===== src/rtl/sync_fifo.sv =====
`timescale 1ns/1ps
`default_nettype none

module sync_fifo #(
  parameter type payload_t = logic [31:0],
  parameter int  DEPTH     = 16
) (
  input  wire logic     bus_clk,
  input  wire logic     reset,
  input  wire logic     wr_en,
  input  wire payload_t din,
  input  wire logic     rd_en,
  output payload_t      dout,
  output logic          full,
  output logic          empty
);

  localparam int AW = $clog2(DEPTH);

  payload_t      mem [DEPTH];
  logic [AW-1:0] wr_ptr;
  logic [AW-1:0] rd_ptr;
  logic [AW:0]   count;
  logic          do_wr;
  logic          do_rd;

  function automatic logic [AW-1:0] next_ptr(input logic [AW-1:0] ptr);
    return (int'(ptr) == DEPTH - 1) ? '0 : ptr + 1'b1;
  endfunction

  // Requests against a full or empty buffer are ignored
  assign do_wr = wr_en && !full;
  assign do_rd = rd_en && !empty;
  assign full  = (int'(count) == DEPTH);
  assign empty = (count == '0);

  // Head word visible without a read
  assign dout = mem[rd_ptr];

  always_ff @(posedge bus_clk) begin
    if (do_wr) begin
      mem[wr_ptr] <= din;
    end
  end

  always_ff @(posedge bus_clk) begin
    if (reset) begin
      wr_ptr <= '0;
      rd_ptr <= '0;
      count  <= '0;
    end else begin
      if (do_wr) begin
        wr_ptr <= next_ptr(wr_ptr);
      end
      if (do_rd) begin
        rd_ptr <= next_ptr(rd_ptr);
      end
      case ({do_wr, do_rd})
        2'b10:   count <= count + 1'b1;
        2'b01:   count <= count - 1'b1;
        default: count <= count;
      endcase
    end
  end

endmodule

`default_nettype wire


===== config.mk =====
export PLATFORM = sky130hd
export DESIGN_NAME = sync_fifo
export DESIGN_NICKNAME = d
export VERILOG_FILES = /design/src/rtl/sync_fifo.sv
export SDC_FILE = /design/constraint.sdc
export NUM_CORES = 1
export LEC_CHECK = 0
export ABC_AREA = 1
export BUFFER_PORTS_ARGS = -buffer_cell sky130_fd_sc_hd__clkbuf_2
export CAP_MARGIN = 20
export CORE_MARGIN = 4
export CORE_UTILIZATION = 48
export CTS_BUF_LIST = sky130_fd_sc_hd__clkbuf_2 sky130_fd_sc_hd__clkbuf_4 sky130_fd_sc_hd__clkbuf_8
export CTS_CLUSTER_DIAMETER = 100
export CTS_CLUSTER_SIZE = 10
export DETAILED_ROUTE_END_ITERATION = 16
export PLACE_DENSITY = 0.67
export SYNTH_ARGS = -nofsm -noshare
export SYNTH_HDL_FRONTEND = slang
export SYNTH_SLANG_ARGS = --single-unit

===== constraint.sdc =====
create_clock -name bus_clk -period 5.25 [get_ports bus_clk]
set_input_delay 0.525 -clock bus_clk [delete_from_list [all_inputs] [get_ports bus_clk]]
set_output_delay 0.525 -clock bus_clk [all_outputs]
set_load 0.01 [all_outputs]

## Yosys cells after proc, flatten, opt, wreduce, memory -nomap -nowiden

Memories as Yosys holds them, arrays and structs flattened. A register that Yosys moved wholly into a read port is not among the register bits.
Index checks and enable logic that the tools add are counted.

| storage, ports and cells | value |
|---|---|
| flip-flop bits (word level) | 13 |
| memories | 1 |
| output and inout bits | 34 |
| memory bits (writable) | 512 |

Memory list:

| name | depth | bits a word | rd ports | clocked after memory_dff | wr ports | RTL line | source |
|---|---|---|---|---|---|---|---|
| mem | 16 | 32 | 1 | 1 | 1 | 20 | `payload_t mem [DEPTH];` |

| cells by class | value |
|---|---|
| reduce and logical (&&, ||, !) cells | 6 |
| add/subtract/negate cells | 4 |
| multiplexer cells | 7 |
| eq/ne operators | 5 |

Operators with widths:

| cell | number |
|---|---|
| $mux W4 | 4 |
| $pmux W5 S2 | 1 |
| $add A4 B1 Y4 const B | 2 |
| $eq A4 B1 Y1 const B | 2 |
| $add A5 B1 Y5 const B | 1 |
| $eq A5 B5 Y1 const B | 1 |
| $logic_not A5 Y1 | 1 |
| $sub A5 B1 Y5 const B | 1 |
| $eq A2 B1 Y1 const B | 1 |
| $eq A2 B2 Y1 const B | 1 |
| $logic_and A1 B1 Y1 | 2 |
| $logic_not A1 Y1 | 2 |
| $mux W1 | 2 |
| $reduce_bool A2 Y1 | 1 |

## Longest topological paths before layout

| depth | value |
|---|---|
| depth in word-level cells | 5 |
| depth in mapped cells | 17 |
| depth with buffers taken out | 17 |

## Worst setup path before layout

Ideal clock, no wire load.

| path | value |
|---|---|
| path type | flip-flop to flip-flop |
| start | register count[0] |
| end | memory mem[7][0] (netlist name), enable pin |
| slack | 1625 ps |
| arrival time | 3163 ps |
| data required time | 4789 ps |
| cell stages (with the launch flop) | 7 |
| buffers on the path | 0 |
| library setup time | 461 ps |
| cells stage by stage | dfxtp_1 > inv_1 > nand4_1 > nand2_1 > inv_1 > nand2_1 > nor3_1 |

| on the way | value |
|---|---|
| word-level cells in the longest chain between the ends | 5 |

Ends and longest elaborated chain:

| what | RTL line | source |
|---|---|---|
| start: declaration | 23 | `logic [AW:0] count;` |
| start signal: assignment | 59 | `2'b10: count <= count + 1'b1;` |
| start signal: assignment | 60 | `2'b01: count <= count - 1'b1;` |
| start signal: assignment | 61 | `default: count <= count;` |
| $eq A5 B5 Y1 | 34 | `assign full = (int'(count) == DEPTH);` |
| $logic_not A1 Y1 | 32 | `assign do_wr = wr_en && !full;` |
| $logic_and A1 B1 Y1 | 32 |  |
| $mux W1 | 41 | `if (do_wr) begin` |
| $mux W1 (implied by the code) | 42 | `mem[wr_ptr] <= din;` |
| end: declaration | 20 |  |

No other way between the ends.

==> impl_metrics.toml <==
[run_status]
outcome = "finished clean"

[die]
floorplan.initialDensity = 0.4902
fp-row-count = 77
coreArea_sq_um = 44610
io-pin-count = 70
die-area_sq_um = 49030
die_y_um = 221.4
die_w_um = 221.4

[flow_run]
cap_violations = 0

[routing]
wirelength_um = 46520
wire_per_inst_um = 19.28
drc = 0
num_vias = 13000
firstDrtPassIters = 5
antenna_left = 0
drt_iter0_drc = 1224
vias_per_cell = 5.385

[grt]
grt_usage = 0.1864
grt-ovfl-total = 0
grt_pass1_vias = 12710
grt_pass1_wl_um = 72530
antenna_found_initial = 0
grt_start_max_net_pins = 141

[clock_network]
cts_resized = 0
clkTransAtPathRegs_ns = 0.07
cts_buffers = 58
cts_tree = "built"
cts_setup_buffers = 0
htreeDepth = 2
worstSkewPairLatency_ns = 0.67
cts_hold_buf = 0
root_buffer = "clkbuf_8"
cts_sinks = 529
clk_path_buf_depth = 3

[timing]
tightest_slew_ns = 1.045
relSlewSlack = 0.3034
maxSlewViolCount = 0
post-route-period-util = 0.6480
holdWs_ns = 0.1512
hold_viol = 0
setup_viol = 0
final.setup_skew_ns = 0.03191
min_period_ns = 3.402
max_freq_ghz = 0.2940
rsz0062_at_grt = "false"
fin_tns_setup_ns = 0

[synthesis]
syn_area_sq_um = 21870
synth_cells = 1757
ys_async_sr_fraction = 0
ys_ff_latch = 529
yosys.cell_types.count = 25
synth-edff-count = 512
ys_warn_count = 0
synth_flop_cell = "edfxtp_1"
syn_area_per_cell_sq_um = 12.45
syn_nets = 1801
seq_area_frac_synth = 0.7187

[critical_path]
cp.required_ns = 4.72
startpoint_type = "flop"
crit_type = "reg2out"
rrSetupSlack_ns = 2.41
cp-end-kind = "primary output"
arrival_ns = 2.88
path_max_fanout = 78

[power]
p_int_mw = 6.632
p_sw_mw = 2.969
pwr-share-comb = 0.234
p_clk_frac = 0.253
swShare = 0.3092
pwr-share-seq = 0.513
p_per_area_nw_per_um2 = 408.4
p_leak_nw = 8.397
vdd_drop_max_v = 0.0002184

[layout]
finalNetCount = 1852
layout_common_cells = "512 x edfxtp_1, 278 x inv_1, 203 x nand3_1"
multi_input_area_sq_um = 4472
regArea_sq_um = 15730
drive_gt1_frac = 0.1060
final_cell_area_sq_um = 23510
syn2layout_area_growth_pct = 7.513
num_antenna_cells = 0
fillers = 3747
final_common_cell = "edfxtp_1"

[min_path]
hold_class = "in2reg"

[placement]
place_congestion = 0.7613
place_area_sq_um = 22590
portBuffers = 69
dp_hpwl_um = 24810
-- cells by family (layout without fill, tap and decap cells) --
group / Yosys count / after routing / share of synthesized area
adders and majority gates: 8 / 8 / 0.004578
buffers and inverters: 385 / 449 / 0.08217
DFF: 529 / 529 / 0.7187
and+or+nand+nor: 430 / 430 / 0.08600
xor gates and xnor gates: 4 / 4 / 0.001602
AOI/OAI and AO/OA: 401 / 401 / 0.1069
-- sequential cells by signal (all words and copies together) (netlist names), named ones only --
register	count
count	5
mem	512
rd_ptr	4
wr_ptr	4
-- worst max-delay path, stage by stage (launching register included) --
cell,delay [ns]
dfxtp_4,0.94
buf_12,0.39
o211ai_1,0.15
nand3_1,0.11
nand3_1,0.13
nand2_1,0.19
clkbuf_2,0.18
-- cell type report --
cell class,instances,area share
repair buffers,96,0.02544
multi-input cells,843,0.1902
inverters,280,0.04471
flip-flops and latches,529,0.6689
clock buffers,70,0.03779
well taps,592,0.03151
clock inverters,3,0.001437
-- routing by layer --
metal / global-route usage / up-vias / routed length, um
li1: - / 6279 / -
met1: 0.2545 / 6304 / 20190
met2: 0.3115 / 346 / 22690
met3: 0.03234 / 66 / 2689
met4: 0.05362 / 0 / 950
met5: 0 / - / 0
-- power by group through the flow --
stage	clock network, mW	logic [mW]	registers, mW
6_report	2.43	2.25	4.92
3_5_place_dp	0	2.26	5.01
4_1_cts	2.50	2.27	4.92
2_1_floorplan	0	1.87	4.90
3_3_place_gp	0	2.22	5.01
5_1_grt	2.69	2.55	4.94
-- stage by stage --
step                      utilization  power [mW]  setup WS, ns  instances
after floorplan                     -       6.775         1.625       1757
after global placement         0.5064       7.224         2.500       2340
after detailed placement       0.5064       7.275         2.427       2340
after CTS                      0.5270       9.693         1.785       2413
after global routing           0.5270       10.18         1.587       2413
final                          0.5270       9.600         1.848       2413
-- Yosys cell counts (2+ instances only) --
| cell type | n | area share |
|---|---|---|
| xnor2_1 | 2 | 0.00080 |
| edfxtp_1 | 512 | 0.70 |
| buf_4 | 7 | 0.0024 |
| buf_2 | 20 | 0.0046 |
| nand2_1 | 198 | 0.034 |
| clkbuf_1 | 24 | 0.0041 |
| inv_1 | 279 | 0.048 |
| buf_6 | 34 | 0.018 |
| nand3_1 | 203 | 0.046 |
| ha_1 | 8 | 0.0046 |
| buf_1 | 8 | 0.0014 |
| clkbuf_2 | 9 | 0.0021 |
| nor2_1 | 23 | 0.0039 |
| dfxtp_1 | 17 | 0.016 |
| o21ai_1 | 65 | 0.015 |
| xor2_1 | 2 | 0.00080 |
| buf_8 | 3 | 0.0021 |
| nor3_1 | 3 | 0.00069 |
| o211ai_1 | 128 | 0.044 |
| a21oi_1 | 134 | 0.031 |
| a21oi_2 | 3 | 0.0012 |
| o21ai_0 | 71 | 0.016 |
| nand4_1 | 2 | 0.00057 |
-- path summary, 6_finish.rpt --
path,from,endpoint,cells after the start
setup / recovery,flop,dout[2],6
hold / removal,reset,flop,2
setup reg to reg,count[0],mem[14][17],7
hold reg to reg,count[0],count[0],1
No activity file was read; power rests on OpenSTA's default activity.
