--- src/common/xike_macros.svh ---
`ifndef XIKE_MACROS_SVH
`define XIKE_MACROS_SVH

// Amplifier streams and channels per stream
`define XIKE_NUM_STREAMS 5
`define XIKE_NUM_CH      32
`define XIKE_STREAM_W    3

// Data path widths
`define XIKE_DATA_W      16
`define XIKE_CH_W        12
`define XIKE_DIFF_W      20

// Buffer depths
`define XIKE_IN_DEPTH    16
`define XIKE_HOST_DEPTH  64

// Register map
`define XIKE_REG_ADDR_W  5
`define XIKE_REG_CTRL    5'd0
`define XIKE_REG_OVF     5'd1

`endif
--- src/common/xike_pkg.sv ---
`default_nettype none
`include "xike_macros.svh"

package xike_pkg;

  // Tagged amplifier sample as it leaves the acquisition side
  typedef struct packed {
    logic [`XIKE_STREAM_W-1:0] stream;
    logic [`XIKE_CH_W-1:0]     ch;
    logic [`XIKE_DATA_W-1:0]   data;
  } sample_t;

  typedef struct packed {
    logic [`XIKE_CH_W-1:0]   ch;
    logic [`XIKE_DATA_W-1:0] data;
  } comb_lane_t;

  // One lane per stream, lane 0 in the low bits
  typedef struct packed {
    comb_lane_t [`XIKE_NUM_STREAMS-1:0] lane;
  } comb_frame_t;

  // Host word layout, channel on top
  typedef struct packed {
    logic [`XIKE_CH_W-1:0]          ch;
    logic signed [`XIKE_DIFF_W-1:0] diff;
  } host_word_t;

  // Filtered lanes already carry the host word layout
  typedef struct packed {
    host_word_t [`XIKE_NUM_STREAMS-1:0] lane;
  } mua_frame_t;

endpackage

`default_nettype wire

--- src/mua/mua_serializer.sv ---
`timescale 1ns/1ps
`default_nettype none
`include "xike_macros.svh"

module mua_serializer
  import xike_pkg::*;
(
  input  wire logic       bus_clk,
  input  wire logic       reset,
  input  wire logic       mua_valid,
  input  wire mua_frame_t mua_frame,
  input  wire logic       host_full,
  output logic            mua_ready,
  output logic            word_valid,
  output host_word_t      word
);

  localparam int N  = `XIKE_NUM_STREAMS;
  localparam int CW = $clog2(N);

  logic          busy;
  logic [CW-1:0] lane_cnt;
  mua_frame_t    frame_q;

  // New frame only once the last lane is out
  assign mua_ready  = !busy;
  assign word_valid = busy && !host_full;
  assign word       = frame_q.lane[lane_cnt];

  always_ff @(posedge bus_clk) begin
    if (mua_valid && mua_ready) begin
      frame_q <= mua_frame;
    end
  end

  // Lane counter, holds while the host FIFO is full
  always_ff @(posedge bus_clk) begin
    if (reset) begin
      busy     <= 1'b0;
      lane_cnt <= '0;
    end else if (mua_valid && mua_ready) begin
      busy     <= 1'b1;
      lane_cnt <= '0;
    end else if (word_valid) begin
      if (int'(lane_cnt) == N - 1) begin
        busy <= 1'b0;
      end else begin
        lane_cnt <= lane_cnt + 1'b1;
      end
    end
  end

endmodule

`default_nettype wire

--- config.mk ---
export PLATFORM = sky130hd
export DESIGN_NAME = mua_serializer
export DESIGN_NICKNAME = d
export VERILOG_FILES = /design/src/common/xike_pkg.sv /design/src/mua/mua_serializer.sv
export VERILOG_INCLUDE_DIRS = /design/src /design/src/common
export SDC_FILE = /design/constraint.sdc
export NUM_CORES = 1
export LEC_CHECK = 0
export BUFFER_PORTS_ARGS = -buffer_cell sky130_fd_sc_hd__buf_2
export CORE_UTILIZATION = 31
export DETAILED_ROUTE_END_ITERATION = 8
export GPL_ROUTABILITY_DRIVEN = 0
export RECOVER_POWER = 25
export SYNTH_ARGS = -nofsm -noshare
export SYNTH_HDL_FRONTEND = slang
export SYNTH_SLANG_ARGS = --single-unit
--- constraint.sdc ---
create_clock -name bus_clk -period 13.6 [get_ports bus_clk]
set_clock_uncertainty 0.1 [all_clocks]
set_input_delay 2.72 -clock bus_clk [delete_from_list [all_inputs] [get_ports bus_clk]]
set_output_delay 2.72 -clock bus_clk [all_outputs]
set_load 0.05 [all_outputs]
Word-level counts from Yosys, hierarchy flattened
Index checks and enable logic that the tools add are counted.

Bitwise logic cells: 1. Reductions and logical operators: 9. Multiplexer cells: 5. Magnitude comparators: 1. $mul: 0. Equality and inequality tests: 1. Shift operators: 0. Add/sub/neg operators: 1. Div/mod/pow operators: 0.

Operators with widths (count): 32-bit binary-select mux with 3-bit select (1); 32-bit 2-to-1 mux (1); 3-bit by 4-bit less-than comparator with 1-bit output, second input constant (1); 2-bit AND reduction (2); 2-bit nonzero test (2); 3-bit by 1-bit adder with 3-bit output, second input constant (1); 3-bit equality test, second input constant (1); 1-bit 2-to-1 mux (3); 1-bit logical AND (2); 1-bit logical NOT (2); 2-bit OR reduction (1); 1-bit inverter (1).

Word-level logic and storage cells: 30. Memories: 0. Register bits: 164. Memory bits (read-only): 0. Bits in writable memories: 0. Latch bits: 0.

Longest topological paths before layout
Depth after elaboration: 4. Gate-level depth with buffers: 7. Mapped depth without buffers: 5.

Worst setup path after synthesis
No wires, ideal clock.

Path kind: input to register. Start point: input mua_valid. End point: register lane_cnt[2]. Data arrival time: 10.288 ns. Setup slack: 3.085 ns. Library setup time: 0.127 ns. Stages on the path: 3. Data required time: 13.373 ns. Cell sequence: nor2b_1 -> or2_1 -> nor3_1.

Longest elaborated chain between the ends: 2.

Ends and longest elaborated chain: start, declared (RTL line mua_serializer.sv:10) `input wire logic mua_valid,`; 1-bit logical AND (RTL line mua_serializer.sv:41) `end else if (mua_valid && mua_ready) begin`; 2-bit OR reduction (no source line); end signal, assigned (RTL line mua_serializer.sv:48) `lane_cnt <= lane_cnt + 1'b1;`; end, declared (RTL line mua_serializer.sv:22) `logic [CW-1:0] lane_cnt;`.

No other way between the ends. A chain may end at the register's enable or synchronous reset.

Worst setup path in the final report
Start point: input host_full. End point: output word_valid.

Longest elaborated chain between the ends: 2.

Ends and longest elaborated chain: start, declared (RTL line mua_serializer.sv:12) `input wire logic host_full,`; 1-bit logical NOT (RTL line mua_serializer.sv:27) `assign word_valid = busy && !host_full;`; 1-bit logical AND (RTL line mua_serializer.sv:27); end, declared (RTL line mua_serializer.sv:14) `output logic word_valid,`.

No other way between the ends.

==> results.ini <==
[outcome]
run_status = completed

[synth]
yosys.cell_count.top_type = edfxtp_1
ys_seq_elements = 164
synth_xor_area_share_pct = 0
synthAdderAreaFrac_pct = 0.396
synth_largest_area_cell = edfxtp_1
ys_async_sr_fraction_pct = 0
postSynthAreaPerCell_um2 = 19.0
synth_area_um2 = 6320
yosys.area_share.simple_pct = 3.17
seq_area_frac_synth_pct = 77.3
synth_ff_type = edfxtp_1
synth_top_family_by_area = multiplexers
synth_area_leaders = edfxtp_1 (76%), a221o_1 (4.9%), mux2i_1 (4.9%), mux2_4 (4.0%), nor2_1 (2.0%)
ys.warnings.count = 0
synth_edf_count = 160
syn_nets = 499
synth_common_cells = edfxtp_1 (160), nor2_1 (33), a221o_1 (31), mux2i_1 (31), mux2_4 (17)
synth_compound_area_share_pct = 5.48
synth_mux_area_share_pct = 11.8
synth_cells = 333
ys_types = 29
synth_top_area_share_pct = 76.0

[placement]
dp_cells = 783
portBuffers = 197
hpwl_mm = 9.00

[floorplan]
start_util_pct = 32.1
die_area_um2 = 21000
rows = 51
dieHeight_um = 145
die_w_um = 145
ioPinCount = 198
core_area_um2 = 19700

[worst_setup_path]
r2r_start = busy
worstPathRequired_ps = 10780
cp.arrival_ps = 3430
critPathMaxFanout = 5
crit_path_end_kind = output pin
r2r_slack_ps = 10860
timing.rr.end = frame_q[88]
setup.worst_path.class = input pin to output pin
rr_worst_depth = 3
crit_path_start_kind = input pin

[clock_tree]
path_clk_slew_ps = 60
clk_latency_ps = 410
root_buffer = clkbuf_16
cts_hold_buf = 0
numClockSinks = 164
cts_buffers = 17
post-cts-setup-buffers = 0
cts_buffer_depth = 2
cts_resized = 0
cts_tree = done
htree_levels = 4

[pwr]
leakage_nw = 3.09
ir_drop_v = 0.0000868
p_per_area_nw_per_um2 = 141

[layout]
syn_to_final_growth_pct = 29.0
multi_input_area_um2 = 1340
fillers = 1842
layout.nets = 703
final_cell_count_no_fill = 815
drive_above_1_share_pct = 46.8
register_area_um2 = 4890

[drt]
routedWlPerCell_um = 16.9
viasPerCell = 4.55
first_iter_violations = 184
highest_layer = met5
routed_wl_mm = 13.8
drc = 0
met2RoutedLength_mm = 7.05
first_pass_iters = 4
postRouteAntennaNets = 0
vias = 3706
wl_met3_mm = 1.10
wl_met1_mm = 5.37

[timing]
setup_violations = 0
rsz0062_at_grt = no
period_needed_ps = 6250
tns_ps = 0
period_share_pct = 45.9
max_slew_margin_pct = 28.0
hold_ws_ps = 527
worstMarginPinSlew_ps = 1080
finalHoldViolCount = 0
max_freq_ghz = 0.160
report.final.slew_viol_count = 0

[global_routing]
grt_pass1_wl_mm = 19.9
grt_usage_pct = 13.2
grt_max_degree = 89
antenna_found_initial = 2
grt_pass1_vias = 3898
grt_overflow = 0

[flow_run]
maxCapViolations = 0

[hold_path]
hp-class = register to register
worstHoldPathCells = 2
min-delay-start = busy
hold_end = busy

==> how the worst max path moves through the flow <==
| stage | startpoint | endpoint | slack, ps | cells after the start |
|---|---|---|---|---|
| after floorplan | mua_valid | lane_cnt[2] | 3080 | 3 |
| after global placement | host_full | word_valid | 7380 | 4 |
| after detailed placement | host_full | word_valid | 7360 | 4 |
| after CTS | host_full | word_valid | 7360 | 4 |
| after global routing | host_full | word_valid | 7310 | 4 |
| final | host_full | word_valid | 7350 | 4 |
==> routing by layer <==
metal / vias up / GRT usage, %
li1: 1734 / -
met2: 146 / 23.2
met1: 1810 / 14.0
met3: 14 / 5.33
met4: 2 / 5.32
met5: - / 0
==> final cells by class <==
class / count / share of cell area (%)
Clock buffer: 17 / 5.22
Multi-Input combinational cell: 148 / 16.5
Antenna cell: 1 / 0.0307
Tap cell: 265 / 4.07
Timing Repair Buffer: 201 / 12.5
Sequential cell: 164 / 60.0
Clock inverter: 14 / 1.55
Inverter: 5 / 0.230
==> through the flow <==
stage,setup slack [ps],utilization [%],power [mW],area [um^2]
after floorplan,3080,-,0.675,6320
after global placement,7380,38.5,0.705,7600
after detailed placement,7360,38.5,0.709,7600
after CTS,7360,41.3,1.17,8150
after global routing,7310,41.3,1.19,8150
final,7350,41.3,1.15,8150
==> flip-flops by register name, indices dropped and copies added, names as in the netlist <==
register / flops
frame_q: 160
lane_cnt: 3
busy: 1
==> worst max-delay path, cell delays in order <==
cell      delay [ps]
buf_2             90
nand2b_1         180
inv_1            150
buf_2            290
==> kinds of logic after synthesis <==
kind of cell,count (synthesis)
adder cells (fa/ha/maj),2
AO/OA/AOI/OAI,38
flip-flops,164
buffers and inverters,21
multiplexers,63
AND/OR/NAND/NOR,45
==> cell usage in the layout (no fill, tap or decap), drive strengths merged <==
cell / n
and2: 1
inv: 10
dfxtp: 4
buf: 201
o22ai: 1
nor2b: 1
bufinv: 1
mux2: 31
nand3: 2
nor3b: 1
clkbuf: 17
nand2b: 2
or2: 1
clkinvlp: 3
a21oi: 3
nand2: 2
a221o: 31
nor3: 1
mux4: 1
mux2i: 31
nor2: 33
ha: 2
and4b: 1
diode: 1
o21ai: 3
edfxtp: 160
clkinv: 5
==> where the power goes <==
| part | internal [mW] | total, mW | switching, mW |
|---|---|---|---|
| Combinational | 0.0402 | 0.101 | 0.0604 |
| Clock | 0.253 | 0.451 | 0.198 |
| Sequential | 0.588 | 0.596 | 0.00783 |
(Power assumes the default switching activity.)
