### src/common/xike_macros.svh
`ifndef XIKE_MACROS_SVH
`define XIKE_MACROS_SVH

// Amplifier streams and channels per stream
`define XIKE_NUM_STREAMS 5
`define XIKE_NUM_CH      32
`define XIKE_STREAM_W    3

// Data path widths
`define XIKE_DATA_W      16
`define XIKE_CH_W        12
`define XIKE_DIFF_W      20

// Buffer depths
`define XIKE_IN_DEPTH    16
`define XIKE_HOST_DEPTH  64

// Register map
`define XIKE_REG_ADDR_W  5
`define XIKE_REG_CTRL    5'd0
`define XIKE_REG_OVF     5'd1

`endif
### src/common/xike_pkg.sv
`default_nettype none
`include "xike_macros.svh"

package xike_pkg;

  // Tagged amplifier sample as it leaves the acquisition side
  typedef struct packed {
    logic [`XIKE_STREAM_W-1:0] stream;
    logic [`XIKE_CH_W-1:0]     ch;
    logic [`XIKE_DATA_W-1:0]   data;
  } sample_t;

  typedef struct packed {
    logic [`XIKE_CH_W-1:0]   ch;
    logic [`XIKE_DATA_W-1:0] data;
  } comb_lane_t;

  // One lane per stream, lane 0 in the low bits
  typedef struct packed {
    comb_lane_t [`XIKE_NUM_STREAMS-1:0] lane;
  } comb_frame_t;

  // Host word layout, channel on top
  typedef struct packed {
    logic [`XIKE_CH_W-1:0]          ch;
    logic signed [`XIKE_DIFF_W-1:0] diff;
  } host_word_t;

  // Filtered lanes already carry the host word layout
  typedef struct packed {
    host_word_t [`XIKE_NUM_STREAMS-1:0] lane;
  } mua_frame_t;

endpackage

`default_nettype wire

### src/mua/mua_filter.sv
`timescale 1ns/1ps
`default_nettype none
`include "xike_macros.svh"

module mua_filter
  import xike_pkg::*;
(
  input  wire logic        bus_clk,
  input  wire logic        reset,
  input  wire logic        comb_valid,
  input  wire comb_frame_t comb_frame,
  input  wire logic        mua_ready,
  output logic             comb_ready,
  output logic             mua_valid,
  output mua_frame_t       mua_frame
);

  localparam int N  = `XIKE_NUM_STREAMS;
  localparam int DW = `XIKE_DIFF_W;
  localparam int IW = $clog2(`XIKE_NUM_CH);

  logic [`XIKE_DATA_W-1:0]        hist [N][`XIKE_NUM_CH];
  logic [N-1:0][`XIKE_NUM_CH-1:0] hist_seen;
  logic [N-1:0][IW-1:0]           idx;
  logic                           advance;
  logic                           accept;
  logic                           s1_valid;
  comb_frame_t                    s1_frame;
  logic [N-1:0][`XIKE_DATA_W-1:0] s1_prev;

  // Unsigned samples widen with a zero sign bit before the subtract
  function automatic logic signed [DW-1:0] first_diff(input logic [`XIKE_DATA_W-1:0] cur,
                                                      input logic [`XIKE_DATA_W-1:0] prev);
    logic signed [DW-1:0] cur_ext;
    logic signed [DW-1:0] prev_ext;
    cur_ext  = signed'({{(DW - `XIKE_DATA_W){1'b0}}, cur});
    prev_ext = signed'({{(DW - `XIKE_DATA_W){1'b0}}, prev});
    return cur_ext - prev_ext;
  endfunction

  // Both stages freeze while the output frame is not taken
  assign advance    = !(mua_valid && !mua_ready);
  assign comb_ready = advance;
  assign accept     = comb_valid && comb_ready;

  always_comb begin
    for (int l = 0; l < N; l++) begin
      idx[l] = comb_frame.lane[l].ch[IW-1:0];
    end
  end

  // Stage 1 write back of the new sample
  always_ff @(posedge bus_clk) begin
    if (accept) begin
      for (int l = 0; l < N; l++) begin
        hist[l][idx[l]] <= comb_frame.lane[l].data;
      end
    end
  end

  // Entries never written count as 0
  always_ff @(posedge bus_clk) begin
    if (reset) begin
      hist_seen <= '0;
    end else if (accept) begin
      for (int l = 0; l < N; l++) begin
        hist_seen[l][idx[l]] <= 1'b1;
      end
    end
  end

  // Stage 1 read of the old sample
  always_ff @(posedge bus_clk) begin
    if (advance) begin
      s1_frame <= comb_frame;
      for (int l = 0; l < N; l++) begin
        s1_prev[l] <= hist_seen[l][idx[l]] ? hist[l][idx[l]] : '0;
      end
    end
  end

  // Stage 2 difference
  always_ff @(posedge bus_clk) begin
    if (advance) begin
      for (int l = 0; l < N; l++) begin
        mua_frame.lane[l].ch   <= s1_frame.lane[l].ch;
        mua_frame.lane[l].diff <= first_diff(s1_frame.lane[l].data, s1_prev[l]);
      end
    end
  end

  always_ff @(posedge bus_clk) begin
    if (reset) begin
      s1_valid  <= 1'b0;
      mua_valid <= 1'b0;
    end else if (advance) begin
      s1_valid  <= comb_valid;
      mua_valid <= s1_valid;
    end
  end

endmodule

`default_nettype wire

### config.mk
export PLATFORM = sky130hd
export DESIGN_NAME = mua_filter
export DESIGN_NICKNAME = d
export VERILOG_FILES = /design/src/common/xike_pkg.sv /design/src/mua/mua_filter.sv
export VERILOG_INCLUDE_DIRS = /design/src /design/src/common
export SDC_FILE = /design/constraint.sdc
export NUM_CORES = 2
export LEC_CHECK = 0
export BUFFER_PORTS_ARGS = -buffer_cell sky130_fd_sc_hd__buf_2
export CORE_MARGIN = 1.5
export CORE_UTILIZATION = 35
export CTS_BUF_LIST = sky130_fd_sc_hd__clkbuf_4
export CTS_CLUSTER_DIAMETER = 120
export CTS_CLUSTER_SIZE = 8
export DETAILED_ROUTE_END_ITERATION = 8
export REMOVE_ABC_BUFFERS = 1
export SLEW_MARGIN = 20
export SYNTH_ARGS = -nofsm -noshare
export SYNTH_HDL_FRONTEND = slang
export SYNTH_SLANG_ARGS = --single-unit
### constraint.sdc
create_clock -name bus_clk -period 12.85 [get_ports bus_clk]
set_input_delay 1.9275 -clock bus_clk [delete_from_list [all_inputs] [get_ports bus_clk]]
set_output_delay 1.9275 -clock bus_clk [all_outputs]
set_load 0.03 [all_outputs]
### After elaboration in Yosys (flattened, before gate mapping)

Memories as Yosys holds them, arrays and structs flattened.
Index checks and enable logic that the tools add are counted.

| storage, ports and cells | value |
|---|---|
| input port bits | 144 |
| memories | 1 |
| bits in writable memories | 2560 |
| bits in registers | 542 |

| operators by class | value |
|---|---|
| bitwise gates (word level) | 10 |
| multiplexer cells | 51 |
| $lt $le $gt $ge | 20 |
| reduce and logical (&&, ||, !) cells | 14 |
| add/subtract/negate cells | 5 |

Memory list:

| memory | depth | bits a word | rd ports | clocked after Yosys merged registers in | write ports | RTL line | text |
|---|---|---|---|---|---|---|---|
| hist | 5 | 512 | 5 | 0 | 5 | mua_filter.sv:22 | `` logic [`XIKE_DATA_W-1:0] hist [N][`XIKE_NUM_CH]; `` |

Operators by type and width:

| operator | count |
|---|---|
| 512-bit two-way mux | 5 |
| 16-bit binary-select mux with 5-bit select | 5 |
| 16-bit demux with 5-bit select | 5 |
| 16-bit two-way mux | 15 |
| 32-bit bitwise OR | 5 |
| 16-bit by 16-bit subtractor with 17-bit output | 5 |
| 6-bit greater-or-equal comparator (second input constant) | 5 |
| 5-bit by 6-bit < comparator with 1-bit output (second input constant) | 5 |
| 6-bit by 1-bit < comparator with 1-bit output (second input constant) | 5 |
| 5-bit inverter with 6-bit output | 5 |
| 1-bit binary-select mux with 5-bit select | 5 |
| 1-bit demux with 5-bit select | 5 |
| 5-bit by 1-bit greater-or-equal comparator with 1-bit output (second input constant) | 5 |
| 1-bit logical AND | 12 |
| 1-bit two-way mux | 11 |
| 1-bit logical NOT | 2 |

### Logic depth before layout (Yosys ltp)

| depth | value |
|---|---|
| depth in word-level cells | 6 |
| depth in mapped cells | 10 |

### Worst setup path after synthesis

OpenSTA, ideal clock, no wires.

| timing path | value |
|---|---|
| path kind | input to register |
| start point | in mua_ready |
| end point | mem hist[0][2224] in the netlist's numbering (enable) |
| cell stages on the path | 6 |
| arrival time | 11.672 ns |
| slack | 0.789 ns |
| buffers on the path | 1 |
| setup time | 0.390 ns |
| cells stage by stage | nor2b_1 inv_1 nand2_1 or3_1 clkbuf_1 nor2_1 |

RTL lines:

| what | RTL line | text |
|---|---|---|
| from (decl) | mua_filter.sv:12 | `input wire logic mua_ready,` |
| to (decl) | mua_filter.sv:22 |  |

### Final worst setup path

| timing path | value |
|---|---|
| start point | in mua_ready |
| end point | out comb_ready |

| on the way | value |
|---|---|
| longest elaborated chain between the ends | 3 |

Ends and longest elaborated chain:

| what | RTL line | text |
|---|---|---|
| 1-bit logical NOT | mua_filter.sv:42 | `assign advance = !(mua_valid && !mua_ready);` |
| 1-bit logical AND | mua_filter.sv:42 |  |
| 1-bit logical NOT | mua_filter.sv:42 |  |
| to (decl) | mua_filter.sv:13 | `output logic comb_ready,` |

No other way between the ends.

==> metrics.yaml <==
status:
  status: "finished, final reports clean"
routing:
  drt_iter0_drc: 5682
  routed_wl_mm: 286
  avgViaCountPerCell: 5.24
  route.detailed.drc: 0
  vias: 58100
  drtAntennaViolNets: 0
  post_drt_wl_per_cell_microns: 25.8
  dr.pass1.iters: 6
timing:
  tightest_slew_ns: 1.12
  finalMaxSlewViolations: 0
  fmax_ghz: 0.192
  period_minus_slack_ns: 5.22
  period_share_pct: 40.6
  rsz0062_at_grt: "false"
  hold_viol: 0
  finalSetupTns_ns: 0
  setup_violations: 0
  setup_ws_ns: 7.63
  fin_worst_skew_ns: 0.132
  slew_headroom_pct: 25.0
floorplan:
  die_w_microns: 584
  rows: 213
  initial_core_util_pct: 35.1
  core_area_sq_um: 336000
  num_io_pins: 306
  die_area_sq_um: 341000
  fp.dieH_microns: 584
clock_tree:
  cts_sinks: 3087
  path_clk_slew_ns: 0.12
  cts_buffers: 424
  post_cts.repair.setup_buffers: 0
  cts.htree.levels: 5
  cts_resized: 0
  holdBufCountCts: 0
  cts_root_buffer: "clkbuf_4"
  clk_latency_ns: 1.47
  cts_max_path_buffers: 4
  cts_tree: "yes"
logic_synthesis:
  seq_area_frac_synth_pct: 77.1
  synth.largest_area_cell: "edfxtp_1"
  ys_top_cells_by_count: "edfxtp_1, mux4_2, nor2_1"
  yosysWarnings: 0
  synth.avg_cell_area_sq_um: 20.8
  yosysMostFrequentCell: "edfxtp_1"
  netlist_instances: 5673
  ys.flop_type: "edfxtp_1"
  ys_ff_latch: 3087
  async_flop_share_pct: 0
  syn_area_sq_um: 118000
  synth_edf_count: 2925
  synth_cell_type_count: 71
  synth_area_leaders: "edfxtp_1, mux4_2, dfxtp_1"
  synth_top_area_share_pct: 74.3
worst_hold_path:
  hold_class: "reg2reg"
global_routing:
  grt_pass1_vias: 58700
  grt_util_all_layers_pct: 16.4
  grt_pass1_wl_mm: 412
  antenna_found_initial: 23
  grt_max_degree: 92
  overflow: 0
critical_path:
  cp-end-kind: "output pin"
  crit_type: "in2out"
  start_kind: "input pin"
  required_ns: 10.92
  crit_fanout: 91
  cp_data_arrival_time_ns: 3.29
layout:
  fillers: 30400
  finalNonFillerCells: 11100
  area_growth_pct: 10.5
  nNetsFinal: 6433
  drive_above_1_share_pct: 31.0
placement:
  post-dp-hpwl_mm: 171
  gp_congestion: 0.824
  port-buffer-count: 305
  dp_slack_ns: 6.69
  post-place-cells: 10300
run:
  drv_cap: 0
power:
  p_leak_nw: 41.1
  ir_worst_vdd_uv: 104
  power_density_nw_per_um2: 142
## metrics by stage
step / util [%] / instance area (sq um) / hold slack (ns) / total power, mW
floorplan: - / 116000 / 0.400 / 12.2
global placement: 37.1 / 125000 / 0.401 / 12.8
detailed placement: 37.1 / 125000 / 0.405 / 12.8
CTS: 38.8 / 131000 / 0.402 / 18.8
global route: 38.8 / 131000 / 0.405 / 19.3
finish: 38.8 / 131000 / 0.410 / 18.6
## power by group
group          total, mW  switching, mW  internal (mW)  leakage [nW]
combinational       1.32          0.903          0.418          9.31
sequential          11.2         0.0568           11.2          28.3
clock               6.02           3.40           2.62          3.51
## flip-flops by register name, indices dropped and copies added, names as in the netlist
name       flops
s1_prev       80
s1_valid       1
hist        2560
mua_valid      1
mua_frame    145
hist_seen    160
s1_frame     140
## final timing paths
kind	endpoint	start	slack [ns]	cells after the start
hold reg to reg	mua_frame[59]	s1_frame[51]	0.41	0
setup / recovery	comb_ready	mua_ready	7.63	4
hold / removal	mua_frame[59]	s1_frame[51]	0.41	0
setup reg to reg	hist[0][2148]	mua_valid	8.44	5
## critical path: stages
cell and delay, ns:
buf_2 0.10, nor2b_1 0.38, inv_8 0.34, buf_2 0.40
## kinds of logic after synthesis
kind of cell / after synthesis / share of synthesized area, %
XOR/XNOR: 54 / 0.400
AND/OR/NAND/NOR: 776 / 2.94
flip-flops: 3087 / 77.1
buffers and inverters: 395 / 1.81
AO/OA/AOI/OAI: 594 / 3.84
adder cells (fa/ha/maj): 85 / 0.932
multiplexers: 682 / 13.0
## cell usage in the layout, fill, tap and decap left out, types with 81 or more instances in the layout
master / count
buf_4: 81
nor2_1: 418
dfxtp_1: 162
clkbuf_4: 737
nor2_2: 131
a22oi_1: 178
inv_1: 108
edfxtp_1: 2925
a31oi_1: 90
mux4_2: 672
buf_2: 294
a22o_1: 81
## layout make-up
type / instances / area (sq um) / share of cell area (%)
Timing Repair Buffer: 390 / 2290 / 1.76
Inverter: 110 / 420 / 0.322
Tap cell: 4515 / 5650 / 4.33
Clock buffer: 737 / 5530 / 4.24
Antenna cell: 24 / 60.1 / 0.0460
Sequential cell: 3087 / 91100 / 69.7
Clock inverter: 26 / 243 / 0.186
Multi-Input combinational cell: 2191 / 25300 / 19.4
## routing by layer
layer,track usage [%],vias up,routed length [microns]
met5,0,-,103
met4,4.20,14,6750
met3,3.07,456,21100
met2,26.5,2257,137000
met1,22.9,30600,121000
li1,-,24700,-
No activity file was read; power rests on OpenSTA's default activity.
