===== config.mk =====
export PLATFORM = sky130hd
export DESIGN_NAME = xike_regs
export DESIGN_NICKNAME = d
export VERILOG_FILES = /design/src/rtl/xike_regs.sv
export VERILOG_INCLUDE_DIRS = /design/src /design/src/common
export SDC_FILE = /design/constraint.sdc
export NUM_CORES = 1
export LEC_CHECK = 0
export BUFFER_PORTS_ARGS = -buffer_cell sky130_fd_sc_hd__buf_2
export CAP_MARGIN = 40
export CORE_MARGIN = 2
export CORE_UTILIZATION = 35
export CTS_CLUSTER_SIZE = 30
export DETAILED_ROUTE_END_ITERATION = 12
export SLEW_MARGIN = 20
export SYNTH_ARGS = -nofsm -noshare
export SYNTH_HDL_FRONTEND = slang
export SYNTH_SLANG_ARGS = --single-unit

===== constraint.sdc =====
create_clock -name bus_clk -period 2.5 [get_ports bus_clk]
set_clock_uncertainty 0.1 [all_clocks]
set_input_delay 0.25 -clock bus_clk [delete_from_list [all_inputs] [get_ports bus_clk]]
set_output_delay 0.25 -clock bus_clk [all_outputs]
set_load 0.01 [all_outputs]

===== src/common/xike_macros.svh =====
`ifndef XIKE_MACROS_SVH
`define XIKE_MACROS_SVH

// Amplifier streams and channels per stream
`define XIKE_NUM_STREAMS 5
`define XIKE_NUM_CH      32
`define XIKE_STREAM_W    3

// Data path widths
`define XIKE_DATA_W      16
`define XIKE_CH_W        12
`define XIKE_DIFF_W      20

// Buffer depths
`define XIKE_IN_DEPTH    16
`define XIKE_HOST_DEPTH  64

// Register map
`define XIKE_REG_ADDR_W  5
`define XIKE_REG_CTRL    5'd0
`define XIKE_REG_OVF     5'd1

`endif

===== src/rtl/xike_regs.sv =====
`timescale 1ns/1ps
`default_nettype none
`include "xike_macros.svh"

module xike_regs (
  input  wire logic                        bus_clk,
  input  wire logic                        reset,
  input  wire logic                        reg_wren,
  input  wire logic                        reg_rden,
  input  wire logic [`XIKE_REG_ADDR_W-1:0] reg_addr,
  input  wire logic [15:0]                 reg_wdata,
  input  wire logic                        in_drop,
  output logic      [15:0]                 reg_rdata,
  output logic                             mua_en
);

  logic [15:0] ctrl_reg;
  logic [15:0] ovf_cnt;

  // Bit 0 gates the whole MUA input
  assign mua_en = ctrl_reg[0];

  always_ff @(posedge bus_clk) begin
    if (reset) begin
      ctrl_reg <= '0;
    end else if (reg_wren && (reg_addr == `XIKE_REG_CTRL)) begin
      ctrl_reg <= reg_wdata;
    end
  end

  // Dropped samples, sticks at all ones
  always_ff @(posedge bus_clk) begin
    if (reset) begin
      ovf_cnt <= '0;
    end else if (in_drop && (ovf_cnt != '1)) begin
      ovf_cnt <= ovf_cnt + 1'b1;
    end
  end

  // Read data lands one cycle after the strobe
  always_ff @(posedge bus_clk) begin
    if (reset) begin
      reg_rdata <= '0;
    end else if (reg_rden) begin
      case (reg_addr)
        `XIKE_REG_CTRL: reg_rdata <= ctrl_reg;
        `XIKE_REG_OVF:  reg_rdata <= ovf_cnt;
        default:        reg_rdata <= '0;
      endcase
    end
  end

endmodule

`default_nettype wire


== Word level (Yosys, flattened, before mapping) ==
Index checks and enable logic that the tools add are counted.

* Flip-flop bits (word level): 48
* Input bits: 26
* Output and inout port bits: 17
* Word-level logic and storage cells: 10

* Add/subtract/negate cells: 1
* Eq/ne operators: 2
* Multiplexer cells: 1
* Reductions and logical operators: 3

{| class="wikitable"
|+ Operators with widths
! cell !! count
|-
| $pmux 16 s2 || 1
|-
| $add 16x1->16 const B || 1
|-
| $ne 16x16->1 const B || 1
|-
| $eq 5x1->1 const B || 1
|-
| $logic_not 5->1 || 1
|-
| $logic_and 1x1->1 || 2
|}

== Depth between registers and ports, before layout ==
Gate-level depths: netlist of the first run.

* Depth after elaboration: 2
* Mapped depth: 6
* Gate-level depth less buffers: 5

== Worst setup path before layout of the first run ==
Ideal clock, no wire load.

* Path type: register -> register
* Start point: register ovf_cnt[0]
* End point: register ovf_cnt[10]
* Library setup time: 70 ps
* Arrival: 1652 ps
* Required time: 2330 ps
* Setup slack: 677 ps
* Stages on the path, launching flop included: 7
* Buffers on the path: 1
* Period minus slack after synthesis: 1823 ps
* Cells stage by stage: dfxtp_1 ha_1 and4_4 and4_4 buf_6 or4b_1 a21oi_1

* Word-level cells in the longest chain between the ends: 2
* Elaborated cells on any way between the ends: 3
* Classes of those cells: add/sub: 1; eq/ne: 1; reduce/logical: 1

{| class="wikitable"
|+ Ends and longest elaborated chain
! element !! RTL line !! text
|-
| from (decl) || xike_regs.sv:18 || <nowiki>logic [15:0] ovf_cnt;</nowiki>
|-
| from (signal assigned) || xike_regs.sv:36 || <nowiki>ovf_cnt <= ovf_cnt + 1'b1;</nowiki>
|-
| branches (longest 2 deep; another with $add 16x1->16) || -- ||
|}

Several ways; the timed one is not identified.
A chain may end at the register's enable or synchronous reset.

== Worst setup path after layout of the first run ==
* Start point: register ovf_cnt[0]
* End point: register ovf_cnt[11]

The elaborated chain is that of the path after synthesis.

==> flow_summary.json, run 1 <==
{
  "post_cts_buffers": 0,
  "fin_ws_ns": 0.618,
  "p_leak_nw": 0.890,
  "via_per_inst": 5.42,
  "slew_viol_final": 0,
  "vdd_drop_max_mv": 0.318,
  "clockBufferDepth": 2,
  "maxCapViolations": 0,
  "ios": 43,
  "fin_hold_ws_ns": 0.0862,
  "grt_max_degree": 33,
  "placement.io_buffers": 42,
  "final_hold_viol_count": 0,
  "outcome": "completed",
  "cts-root-buf": "clkbuf_8",
  "grt_antenna_before_repair": 0,
  "syn-instance-count": 249,
  "path_clk_slew_ns": 0.09,
  "cts_resized": 0,
  "start_util": 0.362,
  "setup_violations": 0,
  "worstSkewPairLatency_ns": 0.30,
  "dp_hpwl_um": 3530,
  "post-place-ws_ns": 0.530,
  "htreeDepth": 2,
  "cts_buffers": 5,
  "clock.fmax_ghz": 0.531,
  "grt_pass1_vias": 1791,
  "rsz0062_at_grt": "no",
  "core_area_mm2": 0.00592,
  "route.detailed.drc": 0,
  "grt_first_pass_wirelength_um": 8650,
  "slew_headroom": 0.575,
  "rows": 28,
  "final_area_mm2": 0.00251,
  "post-route-period-util": 0.753,
  "critPathRequiredTime_ns": 2.59,
  "crit_slowest_cell": "a2111oi_2",
  "vias": 1939,
  "min_period_ns": 1.88,
  "cts-hold-fix-buffers": 0,
  "syn_area_per_cell_um2": 8.60,
  "diodes": 0,
  "synth_nets": 276,
  "endpoint_kind": "register",
  "worst_setup_path_start_kind": "register",
  "grt-ovfl-total": 0,
  "syn_area_mm2": 0.00214,
  "place_area_mm2": 0.00238,
  "layout_commonest_cell": "dfxtp_1",
  "antenna_left": 0,
  "path_cells": "and3_1 > nand3_1 > a2111oi_2 > mux2_2",
  "synth.distinct_cells": 39,
  "synth.ff_latch_count": 48,
  "area_growth_pct": 17.1,
  "drt_iter0_markers": 97,
  "routedWlPerCell_um": 14.1,
  "die_w_um": 82.2,
  "cpPeakStageDelay_ns": 0.42,
  "tightest_slew_ns": 0.638,
  "power_density_mw_per_mm2": 614,
  "grt_usage": 0.165,
  "cts_sinks": 48,
  "dieArea_mm2": 0.00676,
  "hp-class": "in2reg",
  "cts_tree": "yes",
  "drt-total-wl_um": 5060,
  "crit_fanout": 9,
  "ys_seq_area_frac": 0.449,
  "yosys_warnings": 0,
  "worstPathArrival_ns": 1.97,
  "tns_ns": 0,
  "drive_above_1_share": 0.233,
  "mostFrequentLayoutCells": "dfxtp_1, buf_2, nor2_1, nand3_1, a21oi_1",
  "die_h_um": 82.2,
  "crit_type": "reg2reg",
  "gp_congestion": 0.835,
  "dr.pass1.iters": 4,
  "nets": 310
}
metal layers:
metal | up-vias | part of all wire | global-route usage
met5 | - | 0 | 0
met4 | 0 | 0.010 | 0.0500
met3 | 5 | 0.036 | 0.0359
met2 | 45 | 0.47 | 0.275
met1 | 906 | 0.49 | 0.212
li1 | 983 | - | -
worst max-delay path: cells and delay by family (launching register included):
family           cells  cell delay [ns]
AO/OA/AOI/OAI        1             0.42
flip-flops           1             0.39
AND/OR/NAND/NOR      2             0.50
multiplexers         1             0.37
power breakdown:
group | internal, mW | switching [mW]
Clock | 0.394 | 0.252
Sequential | 0.781 | 0.0108
Combinational | 0.0424 | 0.0585
cell families after synthesis:
group,after synthesis,share of synthesized area
AOI/OAI and AO/OA,69,0.219
muxes,5,0.0257
DFF,48,0.449
and+or+nand+nor,103,0.244
xor gates and xnor gates,1,0.00409
buffers and inverters,22,0.0532
adders and majority gates,1,0.00584
through the flow:
step	power, mW	cells	util
5_1_grt	1.61	358	0.424
3_3_place_gp	0.911	351	0.402
2_1_floorplan	0.868	249	-
3_5_place_dp	0.913	351	0.402
4_1_cts	1.56	358	0.424
6_report	1.54	358	0.424
synthesized netlist by cell type, drive strengths merged:
cell,count,share of area
nor2,28,0.050
or4,3,0.011
dfxtp,48,0.45
a22oi,16,0.056
and3,2,0.0082
nand2,22,0.039
a311oi,1,0.0041
a21oi,23,0.054
nand4,2,0.0058
nor4,2,0.0058
a211oi,18,0.063
nor2b,6,0.018
clkbuf,12,0.022
o31ai,3,0.011
nor3,2,0.0047
a21boi,1,0.0035
and2,2,0.0058
nand3b,1,0.0035
ha,1,0.0058
mux2,4,0.021
mux2i,1,0.0047
buf,8,0.028
o21bai,1,0.0035
o41ai,1,0.0041
xnor2,1,0.0041
or4b,1,0.0047
a2111oi,1,0.0070
a31oi,3,0.0088
a31o,1,0.0041
and4,5,0.024
nand3,25,0.058
nand2b,2,0.0058
inv,2,0.0035
cell type report:
class | count | area, um2
Clock buffer | 5 | 68.8
Clock inverter | 2 | 60.1
Fill cell | 618 | 3410
Inverter | 2 | 7.51
Multi-Input combinational cell | 179 | 1070
Sequential cell | 48 | 961
Tap cell | 75 | 93.8
Timing Repair Buffer | 47 | 248
final timing paths:
check	slack, ns	from	depth (start not counted)	endpoint
max	0.62	ovf_cnt[0]	4	ovf_cnt[11]
min	0.09	reg_wdata[12]	3	ctrl_reg[12]
max reg2reg	0.62	ovf_cnt[0]	4	ovf_cnt[11]
min reg2reg	0.36	ctrl_reg[12]	2	ctrl_reg[12]
No activity file was read; power rests on OpenSTA's default activity.
==> run 2, diff against run 1 <==
clock period = 1.8 ns   (was 2.5 ns; I/O delays follow)
==> run 2 against run 1 <==
Against the previous run: via count grew 1.2%; die area unchanged; power rose by 25%; fmax rose by 8.2%; clock power up 5.0%; largest power group unchanged; combinational power up 47%; cell count grew 4.7%; critical path depth rose by 1; routed wire length grew 6.5%; clock-buffer cell count rose by 2.
==> flow_summary.json, run 2 (same netlist as run 1, synthesis figures left out) <==
{
  "cts-root-buf": "clkbuf_8",
  "min_period_ns": 1.74,
  "layout_commonest_cell": "dfxtp_1",
  "outcome": "completed",
  "grt_first_pass_wirelength_um": 9020,
  "gp_congestion": 0.833,
  "endpoint_kind": "register",
  "hold_path_startpoint": "reg_wdata[0]",
  "drive_above_1_share": 0.303,
  "r2r_setup_slack_ns": 0.06,
  "post-route-period-util": 0.966,
  "placement.io_buffers": 42,
  "dp.cells": 365,
  "critPathRequiredTime_ns": 1.93,
  "reg2reg_depth": 5,
  "cts_buffers": 5,
  "vdd_drop_max_mv": 0.365,
  "final_cells": 375,
  "crit_type": "reg2reg",
  "final_util": 0.448,
  "seq_area_um2": 965,
  "grt_usage": 0.174,
  "area_growth_pct": 24.0,
  "tightest_slew_ns": 0.536,
  "fill_cells": 640,
  "die_w_um": 82.2,
  "dp_hpwl_um": 3960,
  "worstPathArrival_ns": 1.87,
  "fin_hold_ws_ns": 0.0196,
  "worstSkewPairLatency_ns": 0.30,
  "die_h_um": 82.2,
  "cts_sinks": 48,
  "htreeDepth": 2,
  "vias": 1962,
  "rows": 28,
  "route.detailed.drc": 0,
  "cpMostUsedCell": "and4_4",
  "final_hold_viol_count": 0,
  "rsz0062_at_grt": "yes",
  "grt_antenna_before_repair": 0,
  "nets": 326,
  "diodes": 0,
  "via_per_inst": 5.23,
  "hp-class": "in2reg",
  "cpPeakStageDelay_ns": 0.50,
  "grt_pass1_vias": 1858,
  "worst_setup_path_start_kind": "register",
  "mostFrequentLayoutCells": "dfxtp_1, buf_2, nor2_1, nand3_1",
  "antenna_left": 0,
  "drt_iter0_markers": 64,
  "grt-ovfl-total": 0,
  "grt_max_degree": 33,
  "rr_startpoint": "ovf_cnt[0]",
  "holdPathEnd": "ctrl_reg[0]",
  "core_area_mm2": 0.00592,
  "cts_tree": "yes",
  "hold_depth": 3,
  "clockBufferDepth": 2,
  "setup_violations": 0,
  "p_leak_nw": 0.954,
  "slew_headroom": 0.642,
  "multi_input_area_mm2": 0.00110,
  "dr.pass1.iters": 4,
  "power_density_mw_per_mm2": 726,
  "power_mw": 1.93,
  "slew_viol_final": 0,
  "crit_fanout": 9,
  "dieArea_mm2": 0.00676,
  "routedWlPerCell_um": 14.4,
  "path_cells": "ha_4 > and4_4 > and4_4 > or4b_1 > a21oi_1",
  "path_clk_slew_ns": 0.09,
  "clock.fmax_ghz": 0.575,
  "rr_endpoint": "ovf_cnt[10]",
  "ios": 43,
  "maxCapViolations": 0,
  "crit_slowest_cell": "or4b_1",
  "start_util": 0.362,
  "drt-total-wl_um": 5390
}
==> run 2: changes by cell type in the layout (fill, tap and decap cells not counted), moves of 2 or more <==
cell,previous run,this run
buf_12,0,2
buf_4,5,19
bufinv_16,2,0
dfxtp_1,48,45
dfxtp_2,0,3
==> run 2: worst max path at each step <==
stage,start,endpoint,slack (ns),depth (start not counted)
2_1_floorplan,ovf_cnt[0],ovf_cnt[10],0.02,6
3_3_place_gp,ovf_cnt[0],ovf_cnt[7],0.05,5
3_5_place_dp,ovf_cnt[0],ovf_cnt[11],0.001,4
4_1_cts,ovf_cnt[0],ovf_cnt[10],0.02,5
5_1_grt,ovf_cnt[0],ovf_cnt[10],-0.03,5
6_report,ovf_cnt[0],ovf_cnt[10],0.06,5
==> run 2: what timing repair did <==
action / CTS / global route
hold buffers: 0 / 0
pin swaps: 0 / 2
gates cloned: 0 / 0
setup buffers: 0 / 2
resized for setup: 1 / 8
hold endpoints to repair: 0 / 0
endpoints found under the setup margin: 3 / 7
==> run 2: where the power goes <==
part           switching (mW)  internal [mW]
Clock                   0.364          0.313
Combinational          0.0818         0.0660
Sequential             0.0172           1.09
==> run 2: per-stage QoR <==
stage,area (um2),setup slack [ns],setup TNS (ns)
floorplan,2140,0.0207,0
global placement,2510,0.0503,0
detailed placement,2510,0.00122,0
CTS,2610,0.0175,0
global route,2660,-0.0301,-0.0301
finish,2660,0.0612,0
==> run 2: worst max-delay path: cells and delay by family, from the launching register on <==
kind	cells	cell delay [ns]
adders and majority gates	1	0.18
DFF	1	0.36
AOI/OAI and AO/OA	1	0.15
and+or+nand+nor	3	0.89
==> run 2: routing by layer <==
metal,share of wire,global-route usage
met5,0,0
met4,0.0030,0.0450
met3,0.026,0.0359
met2,0.47,0.285
met1,0.50,0.231
==> run 2: cell type report <==
class                   instances  area share
multi-input cells             179       0.415
flip-flops and latches         48       0.363
repair buffers                 63       0.148
well taps                      75      0.0353
clock buffers                   7      0.0325
clock inverters                 1     0.00283
inverters                       2     0.00283
